--- config.mk ---
export PLATFORM = sky130hd
export DESIGN_NAME = dcache_ctrl_flat
export DESIGN_NICKNAME = d
export VERILOG_FILES = /design/src/hdl/dcache_pkg.sv /design/src/hdl/dcache_wr_if.sv /design/src/hdl/dcache_ctrl.sv /design/src/flat_wrapper.sv
export VERILOG_INCLUDE_DIRS = /design/src /design/src/hdl
export SDC_FILE = /design/constraint.sdc
export NUM_CORES = 1
export LEC_CHECK = 0
export ABC_AREA = 1
export BUFFER_PORTS_ARGS = -buffer_cell sky130_fd_sc_hd__buf_2
export CAP_MARGIN = 5
export CORE_AREA = 2 2 249 251
export CTS_CLUSTER_DIAMETER = 150
export CTS_CLUSTER_SIZE = 8
export DETAILED_ROUTE_END_ITERATION = 10
export DIE_AREA = 0 0 251 253
export PLACE_DENSITY = 0.34
export SLEW_MARGIN = 20
export SYNTH_ARGS = -nofsm -noshare
export SYNTH_HDL_FRONTEND = slang
export SYNTH_SLANG_ARGS = --single-unit
--- constraint.sdc ---
create_clock -name clk -period 3.15 [get_ports clk]
set_clock_uncertainty 0.1 [all_clocks]
set_input_delay 0.63 -clock clk [delete_from_list [all_inputs] [get_ports clk]]
set_output_delay 0.63 -clock clk [all_outputs]
set_load 0.02 [all_outputs]
--- src/hdl/dcache_settings.svh ---
`ifndef DCACHE_SETTINGS_SVH
`define DCACHE_SETTINGS_SVH

// set index bits, 16 sets per way
`define DCACHE_INDEX_W 4

// word-in-line bits, four words per line
`define DCACHE_OFFSET_W 2

// tag covers what is left of the word address
`define DCACHE_TAG_W (30 - `DCACHE_INDEX_W - `DCACHE_OFFSET_W)

// line width in bits
`define DCACHE_LINE_W (32 * (1 << `DCACHE_OFFSET_W))

`endif

--- src/hdl/dcache_pkg.sv ---
`default_nettype none
`include "dcache_settings.svh"

package dcache_pkg;

    // data and address words
    typedef logic [31:0]                  word_t;
    typedef logic [`DCACHE_LINE_W-1:0]    line_t;

    // address fields
    typedef logic [`DCACHE_TAG_W-1:0]     tag_t;
    typedef logic [`DCACHE_INDEX_W-1:0]   index_t;
    typedef logic [`DCACHE_OFFSET_W-1:0]  offset_t;

    typedef logic [3:0]                   wstrb_t;

    // one bit per way
    typedef logic [1:0]                   way_vec_t;

    typedef enum logic [2:0] {
        IDLE,
        LOOKUP,
        MISS_REQ,
        MISS_WAIT,
        WR_REQ,
        WR_WAIT,
        UC_REQ,
        UC_WAIT
    } ctrl_state_t;

endpackage

`default_nettype wire

--- src/hdl/dcache_wr_if.sv ---
`timescale 1ns/1ps
`default_nettype none

interface dcache_wr_if;
    import dcache_pkg::*;

    // latched request fields
    tag_t     tag;
    index_t   index;
    offset_t  offset;
    wstrb_t   wstrb;
    word_t    wdata;

    // array write controls
    way_vec_t tag_we;
    way_vec_t data_we;
    logic     refill;

    modport ctrl (output tag, index, offset, wstrb, wdata, tag_we, data_we, refill);
    modport tag_side (input tag, index, tag_we);
    modport data_side (input index, offset, wstrb, wdata, data_we, refill);

endinterface

`default_nettype wire

--- src/hdl/dcache_ctrl.sv ---
`timescale 1ns/1ps
`default_nettype none
`include "dcache_settings.svh"

module dcache_ctrl (
    input  wire                       clk,
    input  wire                       rst_n,
    // pipeline side
    input  wire                       valid,
    input  wire dcache_pkg::word_t    addr,
    input  wire dcache_pkg::word_t    wdata,
    input  wire dcache_pkg::wstrb_t   wstrb,
    input  wire                       is_write,
    input  wire                       uncached,
    output logic                      ready,
    output dcache_pkg::word_t         rdata,
    output logic                      done,
    // memory side
    output logic                      mem_req,
    output logic                      mem_wr,
    output dcache_pkg::word_t         mem_addr,
    output dcache_pkg::word_t         mem_wdata,
    output dcache_pkg::wstrb_t        mem_wstrb,
    output logic [1:0]                mem_size,
    input  wire                       mem_addr_ok,
    input  wire                       mem_data_ok,
    input  wire dcache_pkg::line_t    mem_rdata,
    // arrays and replacement
    input  wire dcache_pkg::way_vec_t hit,
    input  wire dcache_pkg::line_t    rd_line0,
    input  wire dcache_pkg::line_t    rd_line1,
    input  wire                       victim,
    output logic                      use_valid,
    output logic                      use_way,
    output dcache_pkg::index_t        lru_index,
    dcache_wr_if.ctrl                 wr
);
    import dcache_pkg::*;

    localparam int IDX_LO = `DCACHE_OFFSET_W + 2;
    localparam int TAG_LO = `DCACHE_OFFSET_W + `DCACHE_INDEX_W + 2;

    ctrl_state_t state;
    ctrl_state_t state_nxt;
    logic        accept;
    logic        hit_any;
    logic        data_ret;
    logic        fin_q;

    // request registers
    word_t       q_addr;
    word_t       q_wdata;
    wstrb_t      q_wstrb;
    logic        q_is_write;
    logic        q_uncached;

    tag_t        q_tag;
    index_t      q_index;
    offset_t     q_offset;

    line_t       hit_line;
    word_t       hit_word;
    word_t       resp_q;

    assign ready    = (state == IDLE);
    assign accept   = valid && ready;
    assign hit_any  = |hit;
    assign data_ret = mem_data_ok && !fin_q && (state inside {MISS_WAIT, WR_WAIT, UC_WAIT});

    //////////////////////////////////////////////////////////////////////
    // request latch
    //////////////////////////////////////////////////////////////////////

    always_ff @(posedge clk) begin
        if (accept) begin
            q_addr  <= addr;
            q_wdata <= wdata;
            q_wstrb <= wstrb;
        end
    end

    assign q_tag    = q_addr[31:TAG_LO];
    assign q_index  = q_addr[TAG_LO-1:IDX_LO];
    assign q_offset = q_addr[IDX_LO-1:2];

    //////////////////////////////////////////////////////////////////////
    // state machine
    //////////////////////////////////////////////////////////////////////

    always_ff @(posedge clk or negedge rst_n) begin
        if (!rst_n) begin
            state      <= IDLE;
            fin_q      <= 1'b0;
            q_is_write <= 1'b0;
            q_uncached <= 1'b0;
        end else begin
            state <= state_nxt;
            // one cycle between data_ok and done
            fin_q <= data_ret;
            if (accept) begin
                q_is_write <= is_write;
                q_uncached <= uncached;
            end
        end
    end

    always_comb begin
        state_nxt = state;
        case (state)
            IDLE: begin
                if (accept) begin
                    state_nxt = uncached ? UC_REQ : LOOKUP;
                end
            end
            LOOKUP: begin
                if (q_is_write) begin
                    state_nxt = WR_REQ;
                end else if (hit_any) begin
                    state_nxt = IDLE;
                end else begin
                    state_nxt = MISS_REQ;
                end
            end
            MISS_REQ: begin
                if (mem_addr_ok) begin
                    state_nxt = MISS_WAIT;
                end
            end
            WR_REQ: begin
                if (mem_addr_ok) begin
                    state_nxt = WR_WAIT;
                end
            end
            UC_REQ: begin
                if (mem_addr_ok) begin
                    state_nxt = UC_WAIT;
                end
            end
            MISS_WAIT, WR_WAIT, UC_WAIT: begin
                if (fin_q) begin
                    state_nxt = IDLE;
                end
            end
            default: state_nxt = IDLE;
        endcase
    end

    //////////////////////////////////////////////////////////////////////
    // array and lru updates
    //////////////////////////////////////////////////////////////////////

    always_comb begin
        wr.tag_we  = '0;
        wr.data_we = '0;
        wr.refill  = 1'b0;
        use_valid  = 1'b0;
        use_way    = 1'b0;
        if (state == LOOKUP && hit_any) begin
            // store hit merges bytes, any hit refreshes the lru bit
            wr.data_we = q_is_write ? hit : '0;
            use_valid  = 1'b1;
            use_way    = hit[1];
        end else if (state == MISS_WAIT && data_ret) begin
            wr.tag_we  = {victim, ~victim};
            wr.data_we = {victim, ~victim};
            wr.refill  = 1'b1;
            use_valid  = 1'b1;
            use_way    = victim;
        end
    end

    assign wr.tag    = q_tag;
    assign wr.index  = q_index;
    assign wr.offset = q_offset;
    assign wr.wstrb  = q_wstrb;
    assign wr.wdata  = q_wdata;
    assign lru_index = q_index;

    //////////////////////////////////////////////////////////////////////
    // read data return
    //////////////////////////////////////////////////////////////////////

    assign hit_line = hit[1] ? rd_line1 : rd_line0;
    assign hit_word = hit_line[{q_offset, 5'd0} +: 32];

    // uncached word sits in the low word of the bus
    always_ff @(posedge clk) begin
        if (data_ret) begin
            resp_q <= q_uncached ? mem_rdata[31:0] : mem_rdata[{q_offset, 5'd0} +: 32];
        end
    end

    assign rdata = fin_q ? resp_q : hit_word;
    assign done  = fin_q || (state == LOOKUP && !q_is_write && hit_any);

    //////////////////////////////////////////////////////////////////////
    // memory bus
    //////////////////////////////////////////////////////////////////////

    assign mem_req   = (state inside {MISS_REQ, WR_REQ, UC_REQ});
    assign mem_wr    = q_is_write;
    // cached reads are always line refills
    assign mem_addr  = (q_is_write || q_uncached) ? q_addr
                                                  : {q_addr[31:IDX_LO], {IDX_LO{1'b0}}};
    assign mem_size  = (q_is_write || q_uncached) ? 2'd2 : 2'd3;
    assign mem_wdata = q_wdata;
    assign mem_wstrb = q_is_write ? q_wstrb : '0;

endmodule

`default_nettype wire

--- src/flat_wrapper.sv ---
// flat-port wrapper written by rule: the top's interface ports become plain ports
module dcache_ctrl_flat import dcache_pkg::*;
  (clk, rst_n, valid, addr, wdata, wstrb, is_write, uncached, ready, rdata, done, mem_req, mem_wr, mem_addr, mem_wdata, mem_wstrb, mem_size, mem_addr_ok, mem_data_ok, mem_rdata, hit, rd_line0, rd_line1, victim, use_valid, use_way, lru_index, wr_tag, wr_index, wr_offset, wr_wstrb, wr_wdata, wr_tag_we, wr_data_we, wr_refill);
  dcache_wr_if wr_i ();
  input  wire clk;
  input  wire rst_n;
  input  wire valid;
  input  wire dcache_pkg::word_t addr;
  input  wire dcache_pkg::word_t wdata;
  input  wire dcache_pkg::wstrb_t wstrb;
  input  wire is_write;
  input  wire uncached;
  output logic ready;
  output dcache_pkg::word_t rdata;
  output logic done;
  output logic mem_req;
  output logic mem_wr;
  output dcache_pkg::word_t mem_addr;
  output dcache_pkg::word_t mem_wdata;
  output dcache_pkg::wstrb_t mem_wstrb;
  output logic [1:0] mem_size;
  input  wire mem_addr_ok;
  input  wire mem_data_ok;
  input  wire dcache_pkg::line_t mem_rdata;
  input  wire dcache_pkg::way_vec_t hit;
  input  wire dcache_pkg::line_t rd_line0;
  input  wire dcache_pkg::line_t rd_line1;
  input  wire victim;
  output logic use_valid;
  output logic use_way;
  output dcache_pkg::index_t lru_index;
  output wire logic [$bits(wr_i.tag)-1:0] wr_tag;
  output wire logic [$bits(wr_i.index)-1:0] wr_index;
  output wire logic [$bits(wr_i.offset)-1:0] wr_offset;
  output wire logic [$bits(wr_i.wstrb)-1:0] wr_wstrb;
  output wire logic [$bits(wr_i.wdata)-1:0] wr_wdata;
  output wire logic [$bits(wr_i.tag_we)-1:0] wr_tag_we;
  output wire logic [$bits(wr_i.data_we)-1:0] wr_data_we;
  output wire logic [$bits(wr_i.refill)-1:0] wr_refill;
  assign wr_tag = wr_i.tag;
  assign wr_index = wr_i.index;
  assign wr_offset = wr_i.offset;
  assign wr_wstrb = wr_i.wstrb;
  assign wr_wdata = wr_i.wdata;
  assign wr_tag_we = wr_i.tag_we;
  assign wr_data_we = wr_i.data_we;
  assign wr_refill = wr_i.refill;
  dcache_ctrl u_core (.clk(clk), .rst_n(rst_n), .valid(valid), .addr(addr), .wdata(wdata), .wstrb(wstrb), .is_write(is_write), .uncached(uncached), .ready(ready), .rdata(rdata), .done(done), .mem_req(mem_req), .mem_wr(mem_wr), .mem_addr(mem_addr), .mem_wdata(mem_wdata), .mem_wstrb(mem_wstrb), .mem_size(mem_size), .mem_addr_ok(mem_addr_ok), .mem_data_ok(mem_data_ok), .mem_rdata(mem_rdata), .hit(hit), .rd_line0(rd_line0), .rd_line1(rd_line1), .victim(victim), .use_valid(use_valid), .use_way(use_way), .lru_index(lru_index), .wr(wr_i));
endmodule
==> results.toml <==
[worst_setup_path]
arrival_ps = 2140
critPathKind = "flop to output port"
critical-path-top-delay-family = "simple AND/OR/NAND/NOR gates"
start_kind = "flop"
cp_num_buf_inv = 2
cp_data_required_time_ps = 2420
cpMostUsedCell = "nand2_1"
cp_slowest_cell = "edfxtp_1"
path_cells = "nor2_8 > buf_12 > nand2_1 > nor2_1 > nor2_1 > nand2_1 > nand2_1 > buf_2"
worstSetupEndpointType = "output port"
cp_max_fo = 28
max_stage_delay_ps = 530

[pwr]
power.leakage_nw = 6.70
total_power_mw = 7.21
powerDensity_nw_per_um2 = 586
peakVddDrop_mv = 0.250

[global_routing]
grt_pass1_vias = 10393
grt_max_degree = 100
grtUsageTotal_pct = 14.6
grt_overflow = 0
antenna_found_initial = 9
grt_pass1_wl_um = 67800

[placement]
place.gp.congestion = 0.872
port_buffers = 643
place_hpwl_um = 39100

[logic_synthesis]
avgSynthCellArea_um2 = 6.45
synth_area_um2 = 8520
yosysWarnings = 0
synthAdderAreaFrac_pct = 0
ys_seq_elements = 106
synth-xor-area-share_pct = 0
synth_compound_area_share_pct = 4.19
syn_inst = 1321
ys_async_sr_fraction_pct = 5.66
synth_top_family_by_area = "simple AND/OR/NAND/NOR gates"
synthFlopType = "edfxtp_1"
synth_top_area_share_pct = 35.2
synthSimpleGateAreaFrac_pct = 39.9
ys_types = 24
syn_nets = 1783
synth_edf_count = 100
synthMuxAreaShare_pct = 0
synth_area_leaders = "edfxtp_1 35%, nand2_1 22%, buf_4 8.9%"
yosysTopAreaCell = "edfxtp_1"
ys_seq_area_share_pct = 37.0

[layout]
area_growth_pct = 44.3
final_common_cell = "buf_2"
register_area_um2 = 3150
fin_util_pct = 20.1
n_fill_cell = 7156
layout-drive-gt1-share_pct = 38.0
num-nets-final = 2298
multi_input_area_um2 = 3770
final_cell_mix = "642 x buf_2, 507 x nand2_1, 169 x nor2_1"

[clock_network]
clock_path_buffers = 2
clk_pin_slew_worst_paths_ps = 80
cts_sinks = 106
cts_inserted_buffers = 9
cts_max_level = 3
cts_tree = "yes"
insertion_delay_ps = 370
cts_resized = 0
cts_root_buf = "clkbuf_16"

[timing]
worst_pin_slew_ps = 702
maxSlewViolCount = 0
period_needed_ps = 2870
final-setup-viol-count = 0
rsz0062_at_grt = "false"
slew-limit-headroom_pct = 53.2
setup_tns_ps = 0
final.period_utilization_pct = 91.3
hold_viol = 0
max_freq_ghz = 0.348

[floorplanning]
dieArea_um2 = 63500
start_util_pct = 14.0
fp.dieH_um = 253
io_pins = 645
coreArea_um2 = 61000
die_x_um = 251
floorplan.rows = 91

[drt]
vias = 10095
drtIter0Drc = 562
postRouteWirelength_um = 47800
viasPerCell = 3.83
wl_per_cell_um = 18.1
drt_pass1_iterations = 5
drtAntennaViolNets = 0
drc = 0

[outcome]
outcome = "finished, final reports clean"

[hold_path]
hp-class = "primary input to flop"

[run]
maxCapViolations = 0
-- worst paths after layout --
check,slack [ps],end,start,depth (start not counted)
worst min-delay path,330,u_core.q_addr[19],addr[19],1
worst max register to register,780,u_core.resp_q[19],u_core.q_addr[2],7
worst min register to register,510,u_core.state[2],u_core.state[2],2
max in group asynchronous,2260,u_core.state[0],rst_n,2
min in group asynchronous,520,u_core.mem_wr,rst_n,2
worst max-delay path,280,rdata[5],u_core.q_addr[3],8
-- state kept, by name, summed over array words and instances (netlist names) --
register and flops:
u_core.state 3, u_core.q_addr 32, u_core.fin_q 1, u_core.wr.wstrb 4, u_core.resp_q 32, u_core.mem_wr 1
u_core.mem_wdata 32, u_core.q_uncached 1
-- cell families after synthesis --
family,Yosys count
other cells,1
compound gates,71
flops,106
buf+inv,307
simple gates,836
-- what timing repair did --
item                                    4_1_cts  5_1_grt
hold endpoints to repair                      6        0
buffers inserted                              0        0
hold buffers                                  1        0
endpoints found under the setup margin        0        0
-- routing by layer --
layer | track usage [%] | up-vias | routed length, um | share of wire (%)
li1 | - | 4997 | - | -
met1 | 18.0 | 4623 | 20600 | 43
met2 | 25.5 | 413 | 23200 | 49
met3 | 3.28 | 52 | 3150 | 6.6
met4 | 3.79 | 10 | 804 | 1.7
met5 | 0 | - | 70 | 0.15
-- cell usage after synthesis (all sizes together), types with 6 or more instances --
master and count:
clkbuf 23, dfrtp 6, inv 139, nor2 172, or2 32, buf 144, nand3 123, o21ai 70
edfxtp 100, nand2 507
-- metrics by stage --
stage | std cells | worst slack [ps] | hold WS [ps] | instance area, um2
floorplan | 1321 | 200 | 234 | 8520
global placement | 2614 | 395 | 376 | 12000
detailed placement | 2614 | 406 | 383 | 12000
CTS | 2631 | 158 | 298 | 12300
global route | 2634 | 63.3 | 302 | 12300
finish | 2636 | 275 | 330 | 12300
-- layout make-up --
type | count | share of cell area, %
Inverter | 140 | 4.30
Tap cell | 790 | 8.04
Timing Repair Buffer | 671 | 28.8
Clock inverter | 5 | 0.509
Clock buffer | 11 | 1.89
Multi-Input combinational cell | 908 | 30.7
Sequential cell | 106 | 25.6
Antenna cell | 5 | 0.102
-- power by group --
group,total [mW],internal [mW],switching (mW)
clock network,1.18,0.622,0.556
registers,2.15,1.95,0.197
logic,3.88,1.18,2.69
(Power assumes the default switching activity.)
