**config.mk**
```make
export PLATFORM = sky130hd
export DESIGN_NAME = dcache_lru
export DESIGN_NICKNAME = d
export VERILOG_FILES = /design/src/hdl/dcache_pkg.sv /design/src/hdl/dcache_lru.sv
export VERILOG_INCLUDE_DIRS = /design/src /design/src/hdl
export SDC_FILE = /design/constraint.sdc
export NUM_CORES = 1
export LEC_CHECK = 0
export ABC_CLOCK_PERIOD_IN_PS = 2600
export BUFFER_PORTS_ARGS = -buffer_cell sky130_fd_sc_hd__buf_2
export CAP_MARGIN = 15
export CORE_ASPECT_RATIO = 1.25
export CORE_MARGIN = 2
export CORE_UTILIZATION = 30
export DETAILED_ROUTE_END_ITERATION = 16
export SYNTH_ARGS = -nofsm -noshare
export SYNTH_HDL_FRONTEND = slang
export SYNTH_SLANG_ARGS = --single-unit
```
**constraint.sdc**
```tcl
create_clock -name clk -period 2.6 [get_ports clk]
set_clock_uncertainty 0.05 [all_clocks]
set_input_delay 0.52 -clock clk [delete_from_list [all_inputs] [get_ports clk]]
set_output_delay 0.52 -clock clk [all_outputs]
set_load 0.01 [all_outputs]
```
**src/hdl/dcache_settings.svh**
```systemverilog
`ifndef DCACHE_SETTINGS_SVH
`define DCACHE_SETTINGS_SVH

// set index bits, 16 sets per way
`define DCACHE_INDEX_W 4

// word-in-line bits, four words per line
`define DCACHE_OFFSET_W 2

// tag covers what is left of the word address
`define DCACHE_TAG_W (30 - `DCACHE_INDEX_W - `DCACHE_OFFSET_W)

// line width in bits
`define DCACHE_LINE_W (32 * (1 << `DCACHE_OFFSET_W))

`endif

```
**src/hdl/dcache_pkg.sv**
```systemverilog
`default_nettype none
`include "dcache_settings.svh"

package dcache_pkg;

    // data and address words
    typedef logic [31:0]                  word_t;
    typedef logic [`DCACHE_LINE_W-1:0]    line_t;

    // address fields
    typedef logic [`DCACHE_TAG_W-1:0]     tag_t;
    typedef logic [`DCACHE_INDEX_W-1:0]   index_t;
    typedef logic [`DCACHE_OFFSET_W-1:0]  offset_t;

    typedef logic [3:0]                   wstrb_t;

    // one bit per way
    typedef logic [1:0]                   way_vec_t;

    typedef enum logic [2:0] {
        IDLE,
        LOOKUP,
        MISS_REQ,
        MISS_WAIT,
        WR_REQ,
        WR_WAIT,
        UC_REQ,
        UC_WAIT
    } ctrl_state_t;

endpackage

`default_nettype wire

```
**src/hdl/dcache_lru.sv**
```systemverilog
`timescale 1ns/1ps
`default_nettype none
`include "dcache_settings.svh"

module dcache_lru (
    input  wire                     clk,
    input  wire                     rst_n,
    input  wire dcache_pkg::index_t index,
    input  wire                     use_valid,
    input  wire                     use_way,
    output logic                    victim
);
    localparam int SETS = 1 << `DCACHE_INDEX_W;

    // each bit names the way to replace next
    logic [SETS-1:0] lru_bits;

    always_ff @(posedge clk or negedge rst_n) begin
        if (!rst_n) begin
            lru_bits <= '0;
        end else if (use_valid) begin
            lru_bits[index] <= ~use_way;
        end
    end

    assign victim = lru_bits[index];

endmodule

`default_nettype wire

```
==> metrics.yaml, run 1 <==
status:
  status: "completed"
floorplan:
  row_count: 21
  die_h_um: 62.93
  start_util_pct: 31.40
  ios: 9
  dieArea_mm2: 0.003218
  core-area_mm2: 0.002654
  die_w_um: 51.14
setup_path:
  cp-end-kind: "output pin"
  r2r-start: "lru_bits[12]"
  r2r-end: "lru_bits[12]"
  cp-start-kind: "input port"
  path_max_fanout: 8
  worst-setup-path-type: "input port to output pin"
  worstPathRequired_ns: 2.03
  arrival_ns: 1.65
  r2r_cells: 2
  rrSetupSlack_ns: 1.81
route:
  vias: 615
  viasPerCell: 5.591
  wirelength_um: 1728
  dr.pass1.iters: 4
  drc_errors: 0
  wl_per_cell_um: 15.71
  dr.first_iter.drc_count: 16
  ant_nets: 0
clocking:
  clk_pin_slew_worst_paths_ns: 0.09
  cts-root-buf: "clkbuf_4"
  cts_buffer_depth: 2
  clk_latency_ns: 0.28
  htree_num_levels: 1
  post_cts.repair.setup_buffers: 0
  cts_tree: "built"
  cts_sinks: 16
  cts_resized: 0
  cts_made_buffers: 3
  cts_hold_buf: 0
finish:
  final_cell_mix: "16 x a31oi_1, 16 x dfrtp_1, 12 x a21oi_1, 8 x buf_2, 4 x a41oi_1"
  drive_gt1_share_pct: 27.63
  diodes: 0
  top_register: "lru_bits"
  final_cell_area_um2: 898.4
  largest_register_ffs: 16
  fillCellCount: 274
  area_delta_synth_final_pct: 7.808
  top_regs: "lru_bits x16"
  num-nets-final: 86
  fin_util_pct: 33.85
global_route:
  grt_use_total_pct: 11.38
  grt_pass1_vias: 583
  grt_overflow: 0
  antenna_found_initial: 0
  grt_max_degree: 17
  grt_pass1_wl_um: 2780
timing:
  setup_tns_ns: 0
  rsz0062_at_grt: "no"
  period_share_pct: 85.29
  max-slew-margin-rel_pct: 60.76
  period_minus_slack_ns: 2.218
  finalSetupViolCount: 0
  hold_viol: 0
  hold-worst-slack_ns: 0.08184
  slew_viol_final: 0
  max_freq_mhz: 451.0
  max_slew.worst_pin.slew_ns: 0.5861
yosys:
  synth_area_per_cell_um2: 11.26
  syn_nets: 82
  synth_compound_area_share_pct: 24.92
  synth_top_family_by_area: "compound AO/OA/AOI/OAI gates"
  synthAdderAreaFrac_pct: 0
  syn_inst: 74
  ys_warn_count: 0
  synthXorXnorAreaFrac_pct: 0
  ys_seq_elements: 16
  ys_types: 18
  syn_area_um2: 833.3
  synthSimpleGateAreaFrac_pct: 8.709
  synth_mux_area_share_pct: 11.71
  synth-seq-area-share_pct: 48.05
power_and_ir_drop:
  p_leak_nw: 0.3549
  p_per_area_mw_per_mm2: 685.8
  total_power_mw: 0.6161
  peakVddDrop_uv: 199.4
run:
  maxCapViolations: 0
min_path:
  hold_path.class: "input port to async pin"
place:
  globalplace.congestion: 0.7284
  portBuffers: 8
  place_area_um2: 875.8
  dpl.hpwl_um: 1155
[stage by stage]
stage	setup slack (ns)	instances
after floorplan	0.6183	74
after global placement	0.4066	107
after detailed placement	0.3753	107
after CTS	0.3769	110
after global routing	0.3315	110
final	0.3825	110
[layout make-up]
type                    instances  area, µm²  area share [%]
multi-input cells              47      377.9           42.06
repair buffers                 10      55.05           6.128
clock buffers                   3      22.52           2.507
flip-flops and latches         16      400.4           44.57
well taps                      34      42.54           4.735
[metal layers]
metal	up-vias	track usage [%]	wire length (µm)
met2	15	17.05	796
met3	4	1.435	42
met5	-	0	0
met1	300	15.75	855
met4	0	6.081	34
li1	296	-	-
[synth_stat cells]
cell / count / area, µm²
a21oi_1: 12 / 60.06
a22oi_2: 1 / 12.51
a31oi_1: 16 / 100.1
a41oi_1: 4 / 35.03
and3_2: 1 / 7.510
and3b_2: 2 / 20.02
buf_1: 1 / 3.750
buf_2: 5 / 25.02
buf_6: 1 / 11.26
clkbuf_1: 4 / 15.01
dfrtp_1: 16 / 400.4
mux4_1: 2 / 52.55
mux4_2: 2 / 45.04
nand2_1: 1 / 3.750
nand3_1: 2 / 10.01
nor2_2: 1 / 6.260
nor2b_1: 2 / 12.51
nor3b_2: 1 / 12.51
[logic make-up after synthesis]
kind of cell,count (synthesis)
buffers and inverters,11
muxes,4
DFF,16
AOI/OAI and AO/OA,33
and+or+nand+nor,10
[worst max path at each step]
stage | from | endpoint | slack (ns) | cells past startpoint
detailed placement | index[0] | victim | 0.38 | 5
CTS | index[0] | victim | 0.38 | 5
floorplan | index[0] | victim | 0.62 | 4
global placement | index[0] | victim | 0.41 | 5
global route | index[0] | victim | 0.33 | 5
finish | index[0] | victim | 0.38 | 5
[worst max-delay path, cell delays in order]
cell and delay (ns):
buf_2 0.19, mux4_2 0.53, a22oi_2 0.18, nand3_1 0.09, buf_2 0.14
[power by group]
part | internal [mW] | switching [mW] | total, mW
registers | 0.308 | 0.0313 | 0.339
clock network | 0.0538 | 0.0735 | 0.127
logic | 0.0775 | 0.0722 | 0.150
Power figures use the tool's default switching activity.
==> run 2, diff against run 1 <==
CORE_MARGIN = default   (was 2)
GPL_TIMING_DRIVEN = 0   (was default)
==> metrics.yaml, run 2 (same netlist as run 1, synthesis figures left out) <==
status:
  status: "completed"  # unchanged
route:
  wirelength_um: 1694  # was 1728 µm
  viasPerCell: 5.342  # was 5.591
  dr.first_iter.drc_count: 12  # was 16
  vias: 625  # was 615
  dr.pass1.iters: 4  # unchanged
  ant_nets: 0  # unchanged
  drc_errors: 0  # unchanged
  wl_per_cell_um: 14.48  # was 15.71 µm
run:
  maxCapViolations: 0  # unchanged
setup_path:
  r2r-start: "lru_bits[13]"  # was lru_bits[12]
  worst-setup-path-type: "input port to output pin"  # unchanged
  arrival_ns: 1.58  # was 1.65 ns
  cp-end-kind: "output pin"  # unchanged
  r2r_cells: 2  # unchanged
  cp-start-kind: "input port"  # unchanged
  r2r-end: "lru_bits[13]"  # was lru_bits[12]
  path_max_fanout: 10  # was 8
  worstPathRequired_ns: 2.03  # about the same
  rrSetupSlack_ns: 1.79  # was 1.81 ns
clocking:
  htree_num_levels: 1  # unchanged
  post_cts.repair.setup_buffers: 0  # unchanged
  clk_latency_ns: 0.28  # about the same
  cts_hold_buf: 0  # unchanged
  cts_tree: "built"  # unchanged
  cts-root-buf: "clkbuf_4"  # unchanged
  cts_sinks: 16  # unchanged
  cts_resized: 0  # unchanged
  cts_made_buffers: 3  # unchanged
  clk_pin_slew_worst_paths_ns: 0.10  # was 0.09 ns
  cts_buffer_depth: 2  # unchanged
global_route:
  grt_overflow: 0  # unchanged
  grt_pass1_vias: 568  # was 583
  antenna_found_initial: 0  # unchanged
  grt_max_degree: 17  # unchanged
  grt_pass1_wl_um: 2808  # was 2780 µm
  grt_use_total_pct: 12.71  # was 11.38%
finish:
  final_cell_area_um2: 937.1  # was 898.4 µm²
  diodes: 0  # unchanged
  top_regs: "lru_bits x16"  # unchanged
  drive_gt1_share_pct: 27.71  # was 27.63%
  num-nets-final: 92  # was 86
  area_delta_synth_final_pct: 12.46  # was 7.808%
  largest_register_ffs: 16  # unchanged
  fillCellCount: 275  # was 274
  top_register: "lru_bits"  # unchanged
  final_cell_mix: "16 x a31oi_1, 16 x dfrtp_1, 12 x a21oi_1, 10 x buf_2"  # was 16 x a31oi_1, 16 x dfrtp_1, 12 x a21oi_1, 8 x buf_2, 4 x a41oi_1
  layoutNonFillerInstCount: 117  # was 110
min_path:
  hold_path.class: "input port to async pin"  # unchanged
power_and_ir_drop:
  p_leak_nw: 0.3763  # was 0.3549 nW
  p_per_area_mw_per_mm2: 697.4  # was 685.8 mW/mm²
  peakVddDrop_uv: 202.8  # was 199.4 µV
timing:
  max-slew-margin-rel_pct: 66.10  # was 60.76%
  hold_viol: 0  # unchanged
  period_share_pct: 82.59  # was 85.29%
  max_slew.worst_pin.slew_ns: 0.5063  # was 0.5861 ns
  setup_tns_ns: 0  # unchanged
  slew_viol_final: 0  # unchanged
  period_minus_slack_ns: 2.147  # was 2.218 ns
  finalSetupViolCount: 0  # unchanged
  max_freq_mhz: 465.7  # was 451.0 MHz
  rsz0062_at_grt: "no"  # unchanged
floorplan:
  ios: 9  # unchanged
  die_h_um: 60.93  # was 62.93 µm
  dieArea_mm2: 0.002994  # was 0.003218 mm²
  core-area_mm2: 0.002654  # unchanged
  die_w_um: 49.14  # was 51.14 µm
  start_util_pct: 31.40  # unchanged
  row_count: 21  # unchanged
place:
  dpl.hpwl_um: 1186  # was 1155 µm
  globalplace.congestion: 0.7378  # was 0.7284
  portBuffers: 5  # was 8
  place_area_um2: 900.9  # was 875.8 µm²
  dpl.cell_count: 113  # was 107
## run 2: changes by cell type in the layout (fill, tap and decap cells not counted)
cell and delta:
buf_2 +2, clkbuf_1 +4, buf_1 +1, buf_4 -2
clkbuf_8 +1, buf_6 +1
## run 2: power by group
part / leakage, nW / internal [mW] / switching, mW / total [mW]
registers: 0.182 / 0.308 / 0.0297 / 0.337
logic: 0.173 / 0.0791 / 0.0727 / 0.152
clock network: 0.0210 / 0.0851 / 0.0794 / 0.165
## run 2: per-layer routing
layer / wire length, µm / up-vias / track usage (%)
met1: 854 / 304 / 16.69
met2: 794 / 9 / 20.94
li1: - / 310 / -
met3: 36 / 2 / 1.504
met5: 0 / - / 0
met4: 9 / 0 / 6.303
## run 2: cell type report
type                            count  area [µm²]  area share [%]
Buffer                             11       55.05           5.874
Timing Repair Buffer                5       25.02           2.670
Sequential cell                    16       400.4           42.72
Tap cell                           34       42.54           4.539
Clock buffer                        4       36.28           3.872
Multi-Input combinational cell     47       377.9           40.32
## run 2: through the flow
step                      power [mW]  hold WS [ns]  setup WS, ns  util, %
after CTS                     0.6557       0.09030        0.4533    35.31
final                         0.6536       0.08117        0.4526    35.31
after global placement        0.4887        0.3996        0.4720    33.95
after floorplan               0.4535        0.1744        0.6183        -
after global routing          0.6922       0.09956        0.3794    35.31
after detailed placement      0.4945        0.3999        0.4539    33.95
## run 2: worst max-delay path, stage by stage
cell	delay [ns]
buf_2	0.11
clkbuf_1	0.21
nor2_2	0.38
a22oi_2	0.14
nand3_1	0.09
buf_2	0.13
## run 2: worst max path at each step
| stage | start | end | slack (ns) | cells after the start |
|---|---|---|---|---|
| final | index[3] | victim | 0.45 | 6 |
| after global routing | index[2] | victim | 0.38 | 6 |
| after CTS | index[2] | victim | 0.45 | 6 |
| after detailed placement | index[2] | victim | 0.45 | 6 |
| after global placement | index[0] | victim | 0.47 | 5 |
| after floorplan | index[0] | victim | 0.62 | 4 |
==> run 3, diff against run 2 <==
ABC_CLOCK_PERIOD_IN_PS = 1800   (was 2600)
clock period = 1.8 ns   (was 2.6 ns; I/O delays follow)
==> metrics.yaml, run 3 (same netlist as run 1, synthesis figures left out) <==
floorplan:
  row_count: 21  # unchanged
  start_util_pct: 31.40  # unchanged
  dieArea_mm2: 0.002994  # unchanged
  core-area_mm2: 0.002654  # unchanged
  die_h_um: 60.93  # unchanged
  ios: 9  # unchanged
  die_w_um: 49.14  # unchanged
clocking:
  clk_pin_slew_worst_paths_ns: 0.10  # about the same
  cts_buffer_depth: 2  # unchanged
  cts_made_buffers: 3  # unchanged
  cts-root-buf: "clkbuf_4"  # unchanged
  cts_tree: "built"  # unchanged
  cts_sinks: 16  # unchanged
  cts_resized: 0  # unchanged
  htree_num_levels: 1  # unchanged
  clk_latency_ns: 0.28  # about the same
setup_path:
  cp_num_buf_inv: 1  # was 3
  rrSetupSlack_ns: 0.94  # was 1.79 ns
  worstPathRequired_ns: 1.39  # was 2.03 ns
  cp-start-kind: "flop"  # was input port
  worst-setup-path-type: "flop to output pin"  # was input port to output pin
  arrival_ns: 1.56  # was 1.58 ns
  cp_top_family: "multiplexers"  # was simple AND/OR/NAND/NOR gates
  max_stage_delay_ns: 0.48  # was 0.38 ns
  crit_slowest_cell: "mux4_2"  # was nor2_2
  cp-end-kind: "output pin"  # unchanged
  cp_cell_sequence: "mux4_2, a22oi_2, nand3_1, buf_2"  # was buf_2, clkbuf_1, nor2_2, a22oi_2, nand3_1, buf_2
  path_max_fanout: 2  # was 10
finish:
  diodes: 0  # unchanged
  area_delta_synth_final_pct: 14.56  # was 12.46%
  top_regs: "lru_bits x16"  # unchanged
  ff_latch_area_um2: 400.4  # unchanged
  top_register: "lru_bits"  # unchanged
  drive_gt1_share_pct: 28.24  # was 27.71%
  final_cell_mix: "16 x a31oi_1, 16 x dfrtp_1, 12 x a21oi_1, 10 x buf_2"  # unchanged
  largest_register_ffs: 16  # unchanged
  num-nets-final: 94  # was 92
  fin_util_pct: 35.97  # was 35.31%
  multiInputGateArea_um2: 377.9  # unchanged
  final_cell_area_um2: 954.7  # was 937.1 µm²
  fillCellCount: 273  # was 275
  layoutNonFillerInstCount: 119  # was 117
place:
  preCtsSetupSlack_ns: -0.02610  # was 0.4539 ns
  place_area_um2: 900.9  # unchanged
  portBuffers: 5  # unchanged
  globalplace.congestion: 0.7378  # unchanged
  dpl.hpwl_um: 1186  # unchanged
  dpl.cell_count: 113  # unchanged
status:
  status: "complete, but fails checks"  # was completed
  violations: "setup timing"
power_and_ir_drop:
  switchingPower_mw: 0.2631  # was 0.1818 mW
  p_sw_share_pct: 27.63  # was 27.81%
  intPower_mw: 0.6890  # was 0.4718 mW
  p_per_area_mw_per_mm2: 997.3  # was 697.4 mW/mm²
  clockPowerShare_pct: 24.9  # was 25.2%
  p_leak_nw: 0.3852  # was 0.3763 nW
  combPwrFrac_pct: 24.1  # was 23.2%
  pwr-share-seq_pct: 51.0  # was 51.6%
  peakVddDrop_uv: 291.3  # was 202.8 µV
  total_power_mw: 0.9521  # was 0.6536 mW
route:
  wirelength_um: 1728  # was 1694 µm
  vias: 634  # was 625
  dr.pass1.iters: 2  # was 4
  viasPerCell: 5.328  # was 5.342
  drc_errors: 0  # unchanged
  dr.first_iter.drc_count: 12  # unchanged
  ant_nets: 0  # unchanged
  wl_per_cell_um: 14.52  # was 14.48 µm
global_route:
  grt_pass1_wl_um: 2808  # unchanged
  grt_use_total_pct: 12.71  # unchanged
  antenna_found_initial: 0  # unchanged
  grt_max_degree: 17  # unchanged
  grt_pass1_vias: 570  # was 568
  grt_overflow: 0  # unchanged
timing:
  slew_viol_final: 0  # unchanged
  hold_viol: 0  # unchanged
  period_share_pct: 109.5
  max_freq_mhz: 507.3
  rsz0062_at_grt: "yes"  # was no
  finalSetupViolCount: 1  # was 0
  setup_slack_ns: -0.1712  # was 0.4526 ns
  max-slew-margin-rel_pct: 65.87  # was 66.10%
  max_slew.worst_pin.slew_ns: 0.5097  # was 0.5063 ns
  period_minus_slack_ns: 1.971
  hold-worst-slack_ns: 0.3890  # was 0.08117 ns
  setup_tns_ns: -0.1712  # was 0 ns
run:
  maxCapViolations: 0  # unchanged
min_path:
  hold_path.class: "input port to flop"  # was input port to async pin
[run 3: cell count changes in the layout (fill, tap and decap cells not counted)]
cell / previous run / this run
buf_4: 0 / 1
dlygate4sd3_1: 0 / 1
[run 3: path summary, 6_finish.rpt]
path                             start            to  cells after the start
min in group asynchronous        rst_n   lru_bits[7]                      2
setup / recovery           lru_bits[3]        victim                      4
setup reg to reg           lru_bits[3]   lru_bits[3]                      3
max in group asynchronous        rst_n  lru_bits[13]                      2
hold reg to reg            lru_bits[7]   lru_bits[7]                      2
hold / removal                 use_way   lru_bits[3]                      2
[run 3: final cells by class]
class,count,area share [%]
multi-input combinational,47,39.58
buffer,11,5.767
sequential,16,41.94
tap,34,4.456
timing repair buffer,7,4.456
clock buffer,4,3.801
[run 3: routing by layer]
metal	GRT usage, %	up-vias	routed length (µm)
li1	-	311	-
met1	16.69	312	868
met2	20.94	9	809
met3	1.504	2	33
met4	6.303	0	17
met5	0	-	0
[run 3: power groups by stage]
stage / Clock (mW) / Combinational [mW] / Sequential, mW
6_report: 0.237 / 0.229 / 0.486
5_1_grt: 0.255 / 0.258 / 0.497
2_1_floorplan: 0 / 0.176 / 0.479
3_3_place_gp: 0 / 0.214 / 0.492
3_5_place_dp: 0 / 0.221 / 0.494
4_1_cts: 0.240 / 0.222 / 0.487
[run 3: repair_timing]
| action | 4_1_cts | 5_1_grt |
|---|---|---|
| setup endpoints to repair | 1 | 1 |
| hold endpoints to repair | 16 | 0 |
| hold buffers | 1 | 0 |
| setup buffers | 0 | 1 |
[run 3: worst register-to-register path: cells and delay by family (launching register included)]
family / cells / cell delay, ns
AOI/OAI and AO/OA: 2 / 0.16
buffers and inverters: 1 / 0.13
DFF: 1 / 0.39
