$ cat src/hdl/dcache_settings.svh
`ifndef DCACHE_SETTINGS_SVH
`define DCACHE_SETTINGS_SVH

// set index bits, 16 sets per way
`define DCACHE_INDEX_W 4

// word-in-line bits, four words per line
`define DCACHE_OFFSET_W 2

// tag covers what is left of the word address
`define DCACHE_TAG_W (30 - `DCACHE_INDEX_W - `DCACHE_OFFSET_W)

// line width in bits
`define DCACHE_LINE_W (32 * (1 << `DCACHE_OFFSET_W))

`endif

$ cat src/hdl/dcache_pkg.sv
`default_nettype none
`include "dcache_settings.svh"

package dcache_pkg;

    // data and address words
    typedef logic [31:0]                  word_t;
    typedef logic [`DCACHE_LINE_W-1:0]    line_t;

    // address fields
    typedef logic [`DCACHE_TAG_W-1:0]     tag_t;
    typedef logic [`DCACHE_INDEX_W-1:0]   index_t;
    typedef logic [`DCACHE_OFFSET_W-1:0]  offset_t;

    typedef logic [3:0]                   wstrb_t;

    // one bit per way
    typedef logic [1:0]                   way_vec_t;

    typedef enum logic [2:0] {
        IDLE,
        LOOKUP,
        MISS_REQ,
        MISS_WAIT,
        WR_REQ,
        WR_WAIT,
        UC_REQ,
        UC_WAIT
    } ctrl_state_t;

endpackage

`default_nettype wire

$ cat src/hdl/dcache_wr_if.sv
`timescale 1ns/1ps
`default_nettype none

interface dcache_wr_if;
    import dcache_pkg::*;

    // latched request fields
    tag_t     tag;
    index_t   index;
    offset_t  offset;
    wstrb_t   wstrb;
    word_t    wdata;

    // array write controls
    way_vec_t tag_we;
    way_vec_t data_we;
    logic     refill;

    modport ctrl (output tag, index, offset, wstrb, wdata, tag_we, data_we, refill);
    modport tag_side (input tag, index, tag_we);
    modport data_side (input index, offset, wstrb, wdata, data_we, refill);

endinterface

`default_nettype wire

$ cat src/hdl/dcache_tag_array.sv
`timescale 1ns/1ps
`default_nettype none
`include "dcache_settings.svh"

module dcache_tag_array (
    input  wire                     clk,
    input  wire                     rst_n,
    input  wire dcache_pkg::index_t rd_index,
    dcache_wr_if.tag_side           wr,
    output dcache_pkg::way_vec_t    hit
);
    import dcache_pkg::*;

    localparam int SETS = 1 << `DCACHE_INDEX_W;

    tag_t     tag_mem [2][SETS];
    way_vec_t valid [SETS];

    // registered read side
    tag_t     rd_tag [2];
    way_vec_t rd_valid;

    //////////////////////////////////////////////////////////////////////
    // tag storage
    //////////////////////////////////////////////////////////////////////

    always_ff @(posedge clk) begin
        for (int w = 0; w < 2; w++) begin
            if (wr.tag_we[w]) begin
                tag_mem[w][wr.index] <= wr.tag;
            end
            rd_tag[w] <= tag_mem[w][rd_index];
        end
    end

    //////////////////////////////////////////////////////////////////////
    // valid bits
    //////////////////////////////////////////////////////////////////////

    always_ff @(posedge clk or negedge rst_n) begin
        if (!rst_n) begin
            for (int s = 0; s < SETS; s++) begin
                valid[s] <= '0;
            end
            rd_valid <= '0;
        end else begin
            // a tag write always brings in a fresh line
            if (|wr.tag_we) begin
                valid[wr.index] <= valid[wr.index] | wr.tag_we;
            end
            rd_valid <= valid[rd_index];
        end
    end

    // compare against the tag latched with the request
    always_comb begin
        for (int w = 0; w < 2; w++) begin
            hit[w] = rd_valid[w] && (rd_tag[w] == wr.tag);
        end
    end

endmodule

`default_nettype wire

$ cat src/flat_wrapper.sv
// flat-port wrapper written by rule: the top's interface ports become plain ports
module dcache_tag_array_flat import dcache_pkg::*;
  (clk, rst_n, rd_index, hit, wr_tag, wr_index, wr_tag_we);
  dcache_wr_if wr_i ();
  input  wire clk;
  input  wire rst_n;
  input  wire dcache_pkg::index_t rd_index;
  output dcache_pkg::way_vec_t hit;
  input wire logic [$bits(wr_i.tag)-1:0] wr_tag;
  input wire logic [$bits(wr_i.index)-1:0] wr_index;
  input wire logic [$bits(wr_i.tag_we)-1:0] wr_tag_we;
  assign wr_i.tag = wr_tag;
  assign wr_i.index = wr_index;
  assign wr_i.tag_we = wr_tag_we;
  dcache_tag_array u_core (.clk(clk), .rst_n(rst_n), .rd_index(rd_index), .wr(wr_i), .hit(hit));
endmodule
$ cat config.mk
export PLATFORM = sky130hd
export DESIGN_NAME = dcache_tag_array_flat
export DESIGN_NICKNAME = d
export VERILOG_FILES = /design/src/hdl/dcache_pkg.sv /design/src/hdl/dcache_wr_if.sv /design/src/hdl/dcache_tag_array.sv /design/src/flat_wrapper.sv
export VERILOG_INCLUDE_DIRS = /design/src /design/src/hdl
export SDC_FILE = /design/constraint.sdc
export NUM_CORES = 1
export LEC_CHECK = 0
export BUFFER_PORTS_ARGS = -buffer_cell sky130_fd_sc_hd__buf_4
export CORE_ASPECT_RATIO = 0.6
export CORE_UTILIZATION = 65
export DETAILED_ROUTE_END_ITERATION = 7
export GPL_ROUTABILITY_DRIVEN = 0
export PLACE_DENSITY_LB_ADDON = 0.15
export SLEW_MARGIN = 0
export SYNTH_ARGS = -nofsm -noshare
export SYNTH_HDL_FRONTEND = slang
export SYNTH_SLANG_ARGS = --single-unit
$ cat constraint.sdc
create_clock -name clk -period 2.4 [get_ports clk]
set_input_delay 0.12 -clock clk [delete_from_list [all_inputs] [get_ports clk]]
set_output_delay 0.12 -clock clk [all_outputs]
set_load 0.02 [all_outputs]
==> metrics.cfg, run 1 <==
[sta]
layout_setup_ws_ns=0.0558
drv_slew=0
tightest_slew_ns=1.09
grt_setup_unrepaired=yes
tns_ns=0
setup_viol=0
fmax_mhz=427
timing.final.crit_share=0.977
slew_headroom=0.269
clock_skew_ns=0.0213
finalCriticalPeriod_ns=2.34
finalHoldViolations=0

[yosys]
synth.area.top_cells=edfxtp_1 72%, mux4_2 14%, dfxtp_1 3.0%
yosys.cell_types.count=40
syn-num-nets=1532
synth_warnings=0
async_flop_share=0.0400
synth_edf_count=768
ys_top_cells_by_count=768 x edfxtp_1, 203 x mux4_2, 100 x a22oi_1
netlist.area_leader.share=0.717
yosysSeqAreaShare=0.773
synth_area_um2=32200
syn_avg_cell_area_um2=21.5
synth_seq_cells=850
synth_top_area_cell=edfxtp_1
synth_flop_cell=edfxtp_1
synth.most_common_cell=edfxtp_1
syn_inst=1496

[worst_setup_path]
r2r-start=u_core.valid[13]
endpoint_kind=primary output
required_ns=2.28
worstSetupStartpointType=register
reg2reg_slack_ns=0.61
path_delay_family=simple AND/OR/NAND/NOR gates
reg2reg_to=u_core.valid[1]
slowest_stage=dfxtp_4
cp_data_arrival_time_ns=2.22
cp_cell_sequence=xor2_4 -> nor4_4 -> buf_4 -> nand3_2 -> nor4_2 -> buf_4 -> buf_6
cp_num_buf_inv=3
max_stage_delay_ns=0.37
worstPathMaxFanout=1
crit_type=reg2out
cp_common_cell=buf_4
worst_r2r_path_depth=4

[power]
switching_share=0.220
intPower_mw=24.3
combPwrFrac=0.070
pwr-share-seq=0.543
p_sw_mw=6.84
total_leakage_power_nw=12.0
peakVddDrop_mv=0.716
power.density_nw_per_um2=839
p_clk_frac=0.386

[finish]
synthToLayoutAreaGrowth_pct=15.3
final_area_um2=37100
final_nets=1694
drive_gt1_frac=0.307
diodes=0

[drt]
drc=0
drt_iter0_markers=2309
routedWlPerCell_um=32.7
vias_per_cell=6.99
routed_wl_mm=77.1
dr.pass1.iters=7
postRouteAntennaNets=0
vias=16470

[clocking]
cts_tree=built
cts_root_buffer=clkbuf_16
cts_buffers=72
cts.reportedPaths.clkPinSlew_ns=0.07
postCtsSetupBuffers=0
cts_sinks=850
cts_max_level=3
clkLatencyLatePin_ns=0.62
clockBufferDepth=3

[placement]
io_buffer_count=37
post-dp-hpwl_mm=42.6
dpl_worst_slack_ns=-0.102
post_dp_cell_area_um2=34300

[status]
status=finished, final reports clean

[floorplan]
start_util=0.666
ios=38
die_w_um=289
coreArea_um2=48300
die-area_um2=50400
fp.dieH_um=174
rows=62

[grt]
grt_pass1_wl_mm=111
grt_max_degree=66
grt-ovfl-total=0
grt.total_usage=0.318
grt_pass1_vias=16265
antenna_found_initial=2

[hold_path]
hold_class=in2async

[flow_run]
cap_violations=0

[worst max-delay path by stage]
stage,start,cells past startpoint,endpoint
detailed placement,u_core.rd_tag[0][43],7,hit[1]
floorplan,wr_index[1],5,u_core.tag_mem[0][432]
global placement,u_core.rd_tag[0][43],7,hit[1]
CTS,wr_tag[22],7,hit[0]
global route,wr_tag[22],7,hit[0]
finish,u_core.rd_tag[0][43],7,hit[1]
[flip-flops by register name, indices dropped and copies added (netlist names)]
| name | count |
|---|---|
| u_core.tag_mem | 768 |
| u_core.rd_tag | 48 |
| u_core.valid | 32 |
| u_core.rd_valid | 2 |
[power groups by stage]
stage / clock, mW / combinational, mW / sequential [mW]
3_5_place_dp: 0 / 2.07 / 17.2
4_1_cts: 12.1 / 2.16 / 16.9
3_3_place_gp: 0 / 2.02 / 17.2
5_1_grt: 12.7 / 2.32 / 16.9
2_1_floorplan: 0 / 1.22 / 17.1
6_report: 12.0 / 2.19 / 16.9
[final cells by class]
class                      count  area, µm²
clock buffer                  99       2010
clock inverter                34        399
fill                        2498      11200
multi-input combinational    569       7270
sequential                   850      24900
tap                          640        801
timing repair buffer         165       1770
[layer usage]
metal	part of all wire	vias to the layer above	GRT usage	routed length (µm)
li1	-	6529	-	-
met1	0.40	8611	0.493	30600
met2	0.45	1172	0.450	34400
met3	0.13	150	0.0929	10000
met4	0.024	8	0.0809	1860
met5	0.0026	-	0.0125	199
[cell usage in the layout, fill, tap and decap left out, types with 3 or more instances in the layout]
| cell | count |
|---|---|
| clkbuf_16 | 75 |
| edfxtp_1 | 768 |
| mux4_2 | 203 |
| bufinv_16 | 7 |
| buf_12 | 35 |
| nand2_1 | 66 |
| o21ai_1 | 3 |
| xnor2_1 | 16 |
| mux2_2 | 17 |
| nor2_1 | 23 |
| dfrtp_1 | 34 |
| dlygate4sd3_1 | 27 |
| clkbuf_8 | 5 |
| clkinv_2 | 10 |
| clkinvlp_4 | 4 |
| nor2_4 | 23 |
| a21oi_1 | 16 |
| nand4_1 | 4 |
| nor4_1 | 3 |
| nor2_2 | 11 |
| clkinv_1 | 7 |
| nor3_1 | 7 |
| dfxtp_1 | 46 |
| nand2b_1 | 5 |
| clkbuf_1 | 20 |
| a22oi_1 | 100 |
| xor2_1 | 28 |
| nand3_1 | 4 |
| buf_4 | 99 |
| nor4_2 | 6 |
[logic make-up (layout without fill, tap and decap cells)]
logic type / Yosys count / after routing / share of synthesized area
compound gates: 131 / 131 / 0.0298
xor+xnor: 48 / 48 / 0.0131
buf+inv: 77 / 298 / 0.0110
flops: 850 / 850 / 0.773
mux: 224 / 224 / 0.150
simple gates: 166 / 166 / 0.0233
[stage by stage]
stage	total power, mW	std cells	hold WS [ns]	utilization
final	31.1	2357	0.00728	0.768
after global routing	31.9	2357	0.0193	0.768
after CTS	31.1	2357	0.00416	0.767
after detailed placement	19.3	2196	0.104	0.710
after global placement	19.2	2196	0.0935	0.710
after floorplan	18.3	1496	-0.176	-
[timing repair]
item	CTS	global route
endpoints found under the setup margin	2	2
resized for setup	8	11
hold buffers	28	0
hold endpoints to repair	523	0
pin swaps	3	1
Note: power is estimated with default switching activity, not from simulation.
==> run 2, diff against run 1 <==
--- a/config.mk
+++ b/config.mk
@@ -8,7 +8,9 @@
 export LEC_CHECK = 0
 export BUFFER_PORTS_ARGS = -buffer_cell sky130_fd_sc_hd__buf_4
 export CORE_ASPECT_RATIO = 0.6
+export CORE_MARGIN = 2
 export CORE_UTILIZATION = 65
+export CTS_BUF_LIST = sky130_fd_sc_hd__clkbuf_8
 export DETAILED_ROUTE_END_ITERATION = 7
 export GPL_ROUTABILITY_DRIVEN = 0
 export PLACE_DENSITY_LB_ADDON = 0.15
==> run 2 against run 1 <==
Against the previous run:
- non-clock buffer count down 12
- largest cell class unchanged
- critical path type unchanged
- total power fell by 3.8%
- largest power group unchanged
- first-iteration DRC count decreased by 13%
- worst setup slack got worse by 0.083 ns
- the run now ends with negative setup slack left
- clock skew rose by 0.016 ns
==> metrics.cfg, run 2 (synthesized netlist as in run 1, its figures left out) <==
[sta]
setup_viol=1
finalCriticalPeriod_ns=2.43
fmax_mhz=412
clock_skew_ns=0.0370
tightest_slew_ns=0.838
tns_ns=-0.0274
layout_setup_ws_ns=-0.0274
drv_slew=0
slew_headroom=0.441
grt_setup_unrepaired=yes
timing.final.crit_share=1.01
finalHoldViolations=0

[clocking]
clkLatencyLatePin_ns=0.70
cts.reportedPaths.clkPinSlew_ns=0.06
clockBufferDepth=3
cts_sinks=850
cts_root_buffer=clkbuf_8
cts_max_level=3
cts_tree=built
postCtsSetupBuffers=0
cts_buffers=114

[drt]
drt_iter0_markers=2018
vias=16134
postRouteAntennaNets=0
routed_wl_mm=72.6
routedWlPerCell_um=29.8
dr.pass1.iters=7
vias_per_cell=6.62
drc=0

[finish]
reg_top3=u_core.tag_mem: 768 flops, u_core.rd_tag: 48 flops, u_core.valid: 32 flops
drive_gt1_frac=0.314
final_common_cell=edfxtp_1
final_area_um2=37000
largest_reg_flops=768
synthToLayoutAreaGrowth_pct=15.1
diodes=0
layout_common_cells=768 x edfxtp_1, 203 x mux4_2, 142 x clkbuf_8, 100 x a22oi_1, 74 x buf_4
largest-register=u_core.tag_mem
final_nets=1724

[floorplan]
die_w_um=291
die-area_um2=51400
rows=63
coreArea_um2=49100
ios=38
fp.dieH_um=176
start_util=0.655

[hold_path]
hold_class=in2reg

[flow_run]
cap_violations=0

[worst_setup_path]
required_ns=2.28
crit_type=reg2out
endpoint_kind=primary output
worstSetupStartpointType=register
worstPathMaxFanout=1
reg2reg_slack_ns=0.55
cp_data_arrival_time_ns=2.31

[grt]
grt-ovfl-total=0
grt.total_usage=0.292
grt_max_degree=51
grt_pass1_vias=16119
grt_pass1_wl_mm=107
antenna_found_initial=1

[power]
total_leakage_power_nw=12.2
peakVddDrop_mv=0.639
power.density_nw_per_um2=808
power_mw=29.9

[placement]
post-dp-hpwl_mm=41.4
io_buffer_count=37
post_dp_cell_area_um2=34300
dpl_worst_slack_ns=0.0133

[status]
status=complete, but fails checks
violations=negative setup slack

## run 2: final timing paths
path | start | end | cells past startpoint
setup / recovery | u_core.rd_tag[0][38] | hit[1] | 5
hold / removal | wr_index[1] | u_core.valid[3] | 4
setup reg to reg | u_core.valid[12] | u_core.valid[8] | 4
hold reg to reg | u_core.valid[31] | u_core.valid[31] | 2
max in group asynchronous | rst_n | u_core.valid[14] | 4
min in group asynchronous | rst_n | u_core.valid[17] | 4
## run 2: power breakdown
| group | total [mW] | switching [mW] | internal (mW) |
|---|---|---|---|
| logic | 2.14 | 1.20 | 0.946 |
| clock network | 10.9 | 5.25 | 5.65 |
| registers | 16.9 | 0.249 | 16.7 |
## run 2: timing repair
action                                 4_1_cts  5_1_grt
pin swaps                                    1        5
hold buffers                                33        0
endpoints found under the hold margin      740        0
setup endpoints to repair                    2        2
resized for setup                            6        6
## run 2: stage by stage
stage | util | hold slack (ns) | instances
after global placement | 0.698 | 0.0858 | 2189
final | 0.754 | 0.0980 | 2438
after CTS | 0.753 | 0.0376 | 2438
after global routing | 0.754 | 0.101 | 2438
after detailed placement | 0.698 | 0.0990 | 2189
after floorplan | - | -0.176 | 1496
## run 2: critical path, cell delays in order, from the launching register on
cell and delay (ns):
dfxtp_1 0.31, xor2_1 0.21, nor4_1 0.52, nand3_2 0.18, nor4_4 0.22, buf_4 0.20
## run 2: layout make-up
type	instances	area [µm²]
clock inverter	75	404
timing repair buffer	153	1790
clock buffer	141	1940
fill	2621	12100
sequential	850	24900
tap	650	813
multi-input combinational	569	7210
## run 2: per-layer routing
metal | up-vias | share of wire | wire, µm | global-route usage
li1 | 6625 | - | - | -
met1 | 8482 | 0.43 | 30900 | 0.458
met4 | 2 | 0.013 | 966 | 0.0661
met2 | 938 | 0.46 | 33100 | 0.427
met3 | 87 | 0.10 | 7580 | 0.0692
met5 | - | 0.00018 | 13 | 0
==> run 3, diff against run 2 <==
--- a/config.mk
+++ b/config.mk
@@ -6,14 +6,15 @@
 export SDC_FILE = /design/constraint.sdc
 export NUM_CORES = 1
 export LEC_CHECK = 0
-export BUFFER_PORTS_ARGS = -buffer_cell sky130_fd_sc_hd__buf_4
 export CORE_ASPECT_RATIO = 0.6
-export CORE_MARGIN = 2
+export CORE_MARGIN = 5
 export CORE_UTILIZATION = 65
 export CTS_BUF_LIST = sky130_fd_sc_hd__clkbuf_8
 export DETAILED_ROUTE_END_ITERATION = 7
+export DONT_BUFFER_PORTS = 1
 export GPL_ROUTABILITY_DRIVEN = 0
 export PLACE_DENSITY_LB_ADDON = 0.15
+export SKIP_CTS_REPAIR_TIMING = 1
 export SLEW_MARGIN = 0
 export SYNTH_ARGS = -nofsm -noshare
 export SYNTH_HDL_FRONTEND = slang
==> run 3 against run 2 <==
Against the previous run:
- the flow finishes with violations (negative hold slack)
- fmax up 1.7%
- critical path depth unchanged
- sequential power about the same
- via count up 3.3%
- clock power about the same
- non-clock buffer count up 61
- worst setup slack better by 0.041 ns
- total power down 0.94%
- largest cell class unchanged
- cell count up 2.6%
- hold slack worse by 0.099 ns
- die area up 5.5%
==> metrics.cfg, run 3 (synthesized netlist as in run 1, its figures left out) <==
[status]
status=complete, but fails checks
violations=negative hold slack

[clocking]
cts_root_buffer=clkbuf_8
cts_tree=built
clkLatencyLatePin_ns=0.70
clockBufferDepth=3
cts_buffers=115
cts_sinks=850
cts.reportedPaths.clkPinSlew_ns=0.07
cts_max_level=3

[worst_setup_path]
path_delay_family=buffers and inverters
slowest_stage=dlygate4sd3_1
worstPathMaxFanout=1
max_stage_delay_ns=0.63
cp_num_buf_inv=2
cp-startpoint=u_core.tag_mem[0][372]
worst_r2r_path_depth=5
r2r-start=u_core.tag_mem[0][372]
required_ns=2.96
reg2reg_slack_ns=0.01
cp.depth=5
cp-endpoint=u_core.rd_tag[0][12]
reg2reg_to=u_core.rd_tag[0][12]
cp_common_cell=dlygate4sd3_1
worstSetupStartpointType=register
cp_cell_sequence=mux4_2 -> dlygate4sd3_1 -> a22oi_1 -> dlygate4sd3_1 -> nand2_1
crit_type=reg2reg
cp_data_arrival_time_ns=2.95
endpoint_kind=register

[finish]
drive_gt1_frac=0.276
largest_reg_flops=768
layoutNonFillerInstCount=2501
reg_top3=u_core.tag_mem: 768 flops, u_core.rd_tag: 48 flops, u_core.valid: 32 flops
final_common_cell=edfxtp_1
largest-register=u_core.tag_mem
final_nets=1786
layout_common_cells=768 x edfxtp_1, 203 x mux4_2, 129 x dlygate4sd3_1, 128 x clkbuf_8, 100 x a22oi_1
fill_cells=2677
synthToLayoutAreaGrowth_pct=16.6

[drt]
drt_iter0_markers=2509
routedWlPerCell_um=31.5
routed_wl_mm=78.8
drc=0
postRouteAntennaNets=0
dr.pass1.iters=5
vias_per_cell=6.67
vias=16672

[grt]
grt_pass1_vias=15990
antenna_found_initial=8
grt_pass1_wl_mm=106
grt_max_degree=201
grt-ovfl-total=0
grt.total_usage=0.268

[sta]
setup_viol=0
tightest_slew_ns=0.902
finalHoldViolations=1
clock_skew_ns=0.0270
timing.final.crit_share=0.994
fmax_mhz=419
drv_slew=0
slew_headroom=0.399
grt_setup_unrepaired=yes
layout_setup_ws_ns=0.0133
finalCriticalPeriod_ns=2.39
hold_ws_ns=-0.000677

[floorplan]
coreArea_um2=49200
rows=63
start_util=0.654
fp.dieH_um=182
die-area_um2=54200
ios=38
die_w_um=297

[placement]
dpl.cell_count=2126
io_buffer_count=0
post-dp-hpwl_mm=39.2
dpl_worst_slack_ns=0.467

[hold_path]
hold_class=in2reg

[power]
pwr-share-seq=0.570
peakVddDrop_mv=0.660
total_leakage_power_nw=12.4
combPwrFrac=0.073
switching_share=0.222
p_clk_frac=0.357
p_sw_mw=6.58
intPower_mw=23.1
power.density_nw_per_um2=790

[flow_run]
cap_violations=0

[run 3: area by class of cell]
type,count,area (µm²),share of cell area
Sequential cell,850,24900,0.663
Multi-Input combinational cell,569,7210,0.192
Timing Repair Buffer,214,2390,0.0638
Clock buffer,128,1760,0.0469
Tap cell,650,813,0.0217
Clock inverter,89,480,0.0128
Antenna cell,1,2.50,0.0000667
[run 3: worst min path at each step]
stage	from	cells past startpoint	to	slack, ns
final	wr_tag_we[0]	3	u_core.valid[20]	-0.0007
after detailed placement	rst_n	0	u_core.valid[3]	-0.17
after global routing	rd_index[1]	3	u_core.rd_tag[0][2]	-0.02
after global placement	rst_n	0	u_core.valid[19]	-0.17
after CTS	rst_n	0	u_core.valid[14]	-0.94
after floorplan	rst_n	0	u_core.rd_valid[0]	-0.18
[run 3: metrics by stage]
stage	util	total power [mW]	cell area [µm²]	hold slack, ns	setup TNS, ns
after floorplan	-	18.3	32200	-0.176	0
after global placement	0.679	18.6	33400	-0.175	0
after detailed placement	0.679	18.7	33400	-0.175	0
after CTS	0.725	29.1	35600	-0.940	-0.316
after global routing	0.763	30.8	37500	-0.0186	-0.173
final	0.763	29.7	37500	-0.000677	0
[run 3: worst min-delay path: cells and delay by family]
kind,cells,cell delay (ns)
AO/OA/AOI/OAI,1,0.15
AND/OR/NAND/NOR,1,0.22
multiplexers,1,0.18
[run 3: power by group through the flow]
stage | sequential, mW | clock (mW) | combinational, mW
after floorplan | 17.1 | 0 | 1.22
after global placement | 17.2 | 0 | 1.44
after detailed placement | 17.2 | 0 | 1.46
after CTS | 16.9 | 10.7 | 1.47
after global routing | 16.9 | 11.5 | 2.31
final | 16.9 | 10.6 | 2.17
[run 3: metal layers]
metal | vias to the layer above | GRT usage | wire length, µm
li1 | 6759 | - | -
met4 | 2 | 0.0508 | 1510
met2 | 1156 | 0.373 | 34100
met1 | 8658 | 0.431 | 31500
met5 | - | 0 | 13
met3 | 97 | 0.0863 | 11600
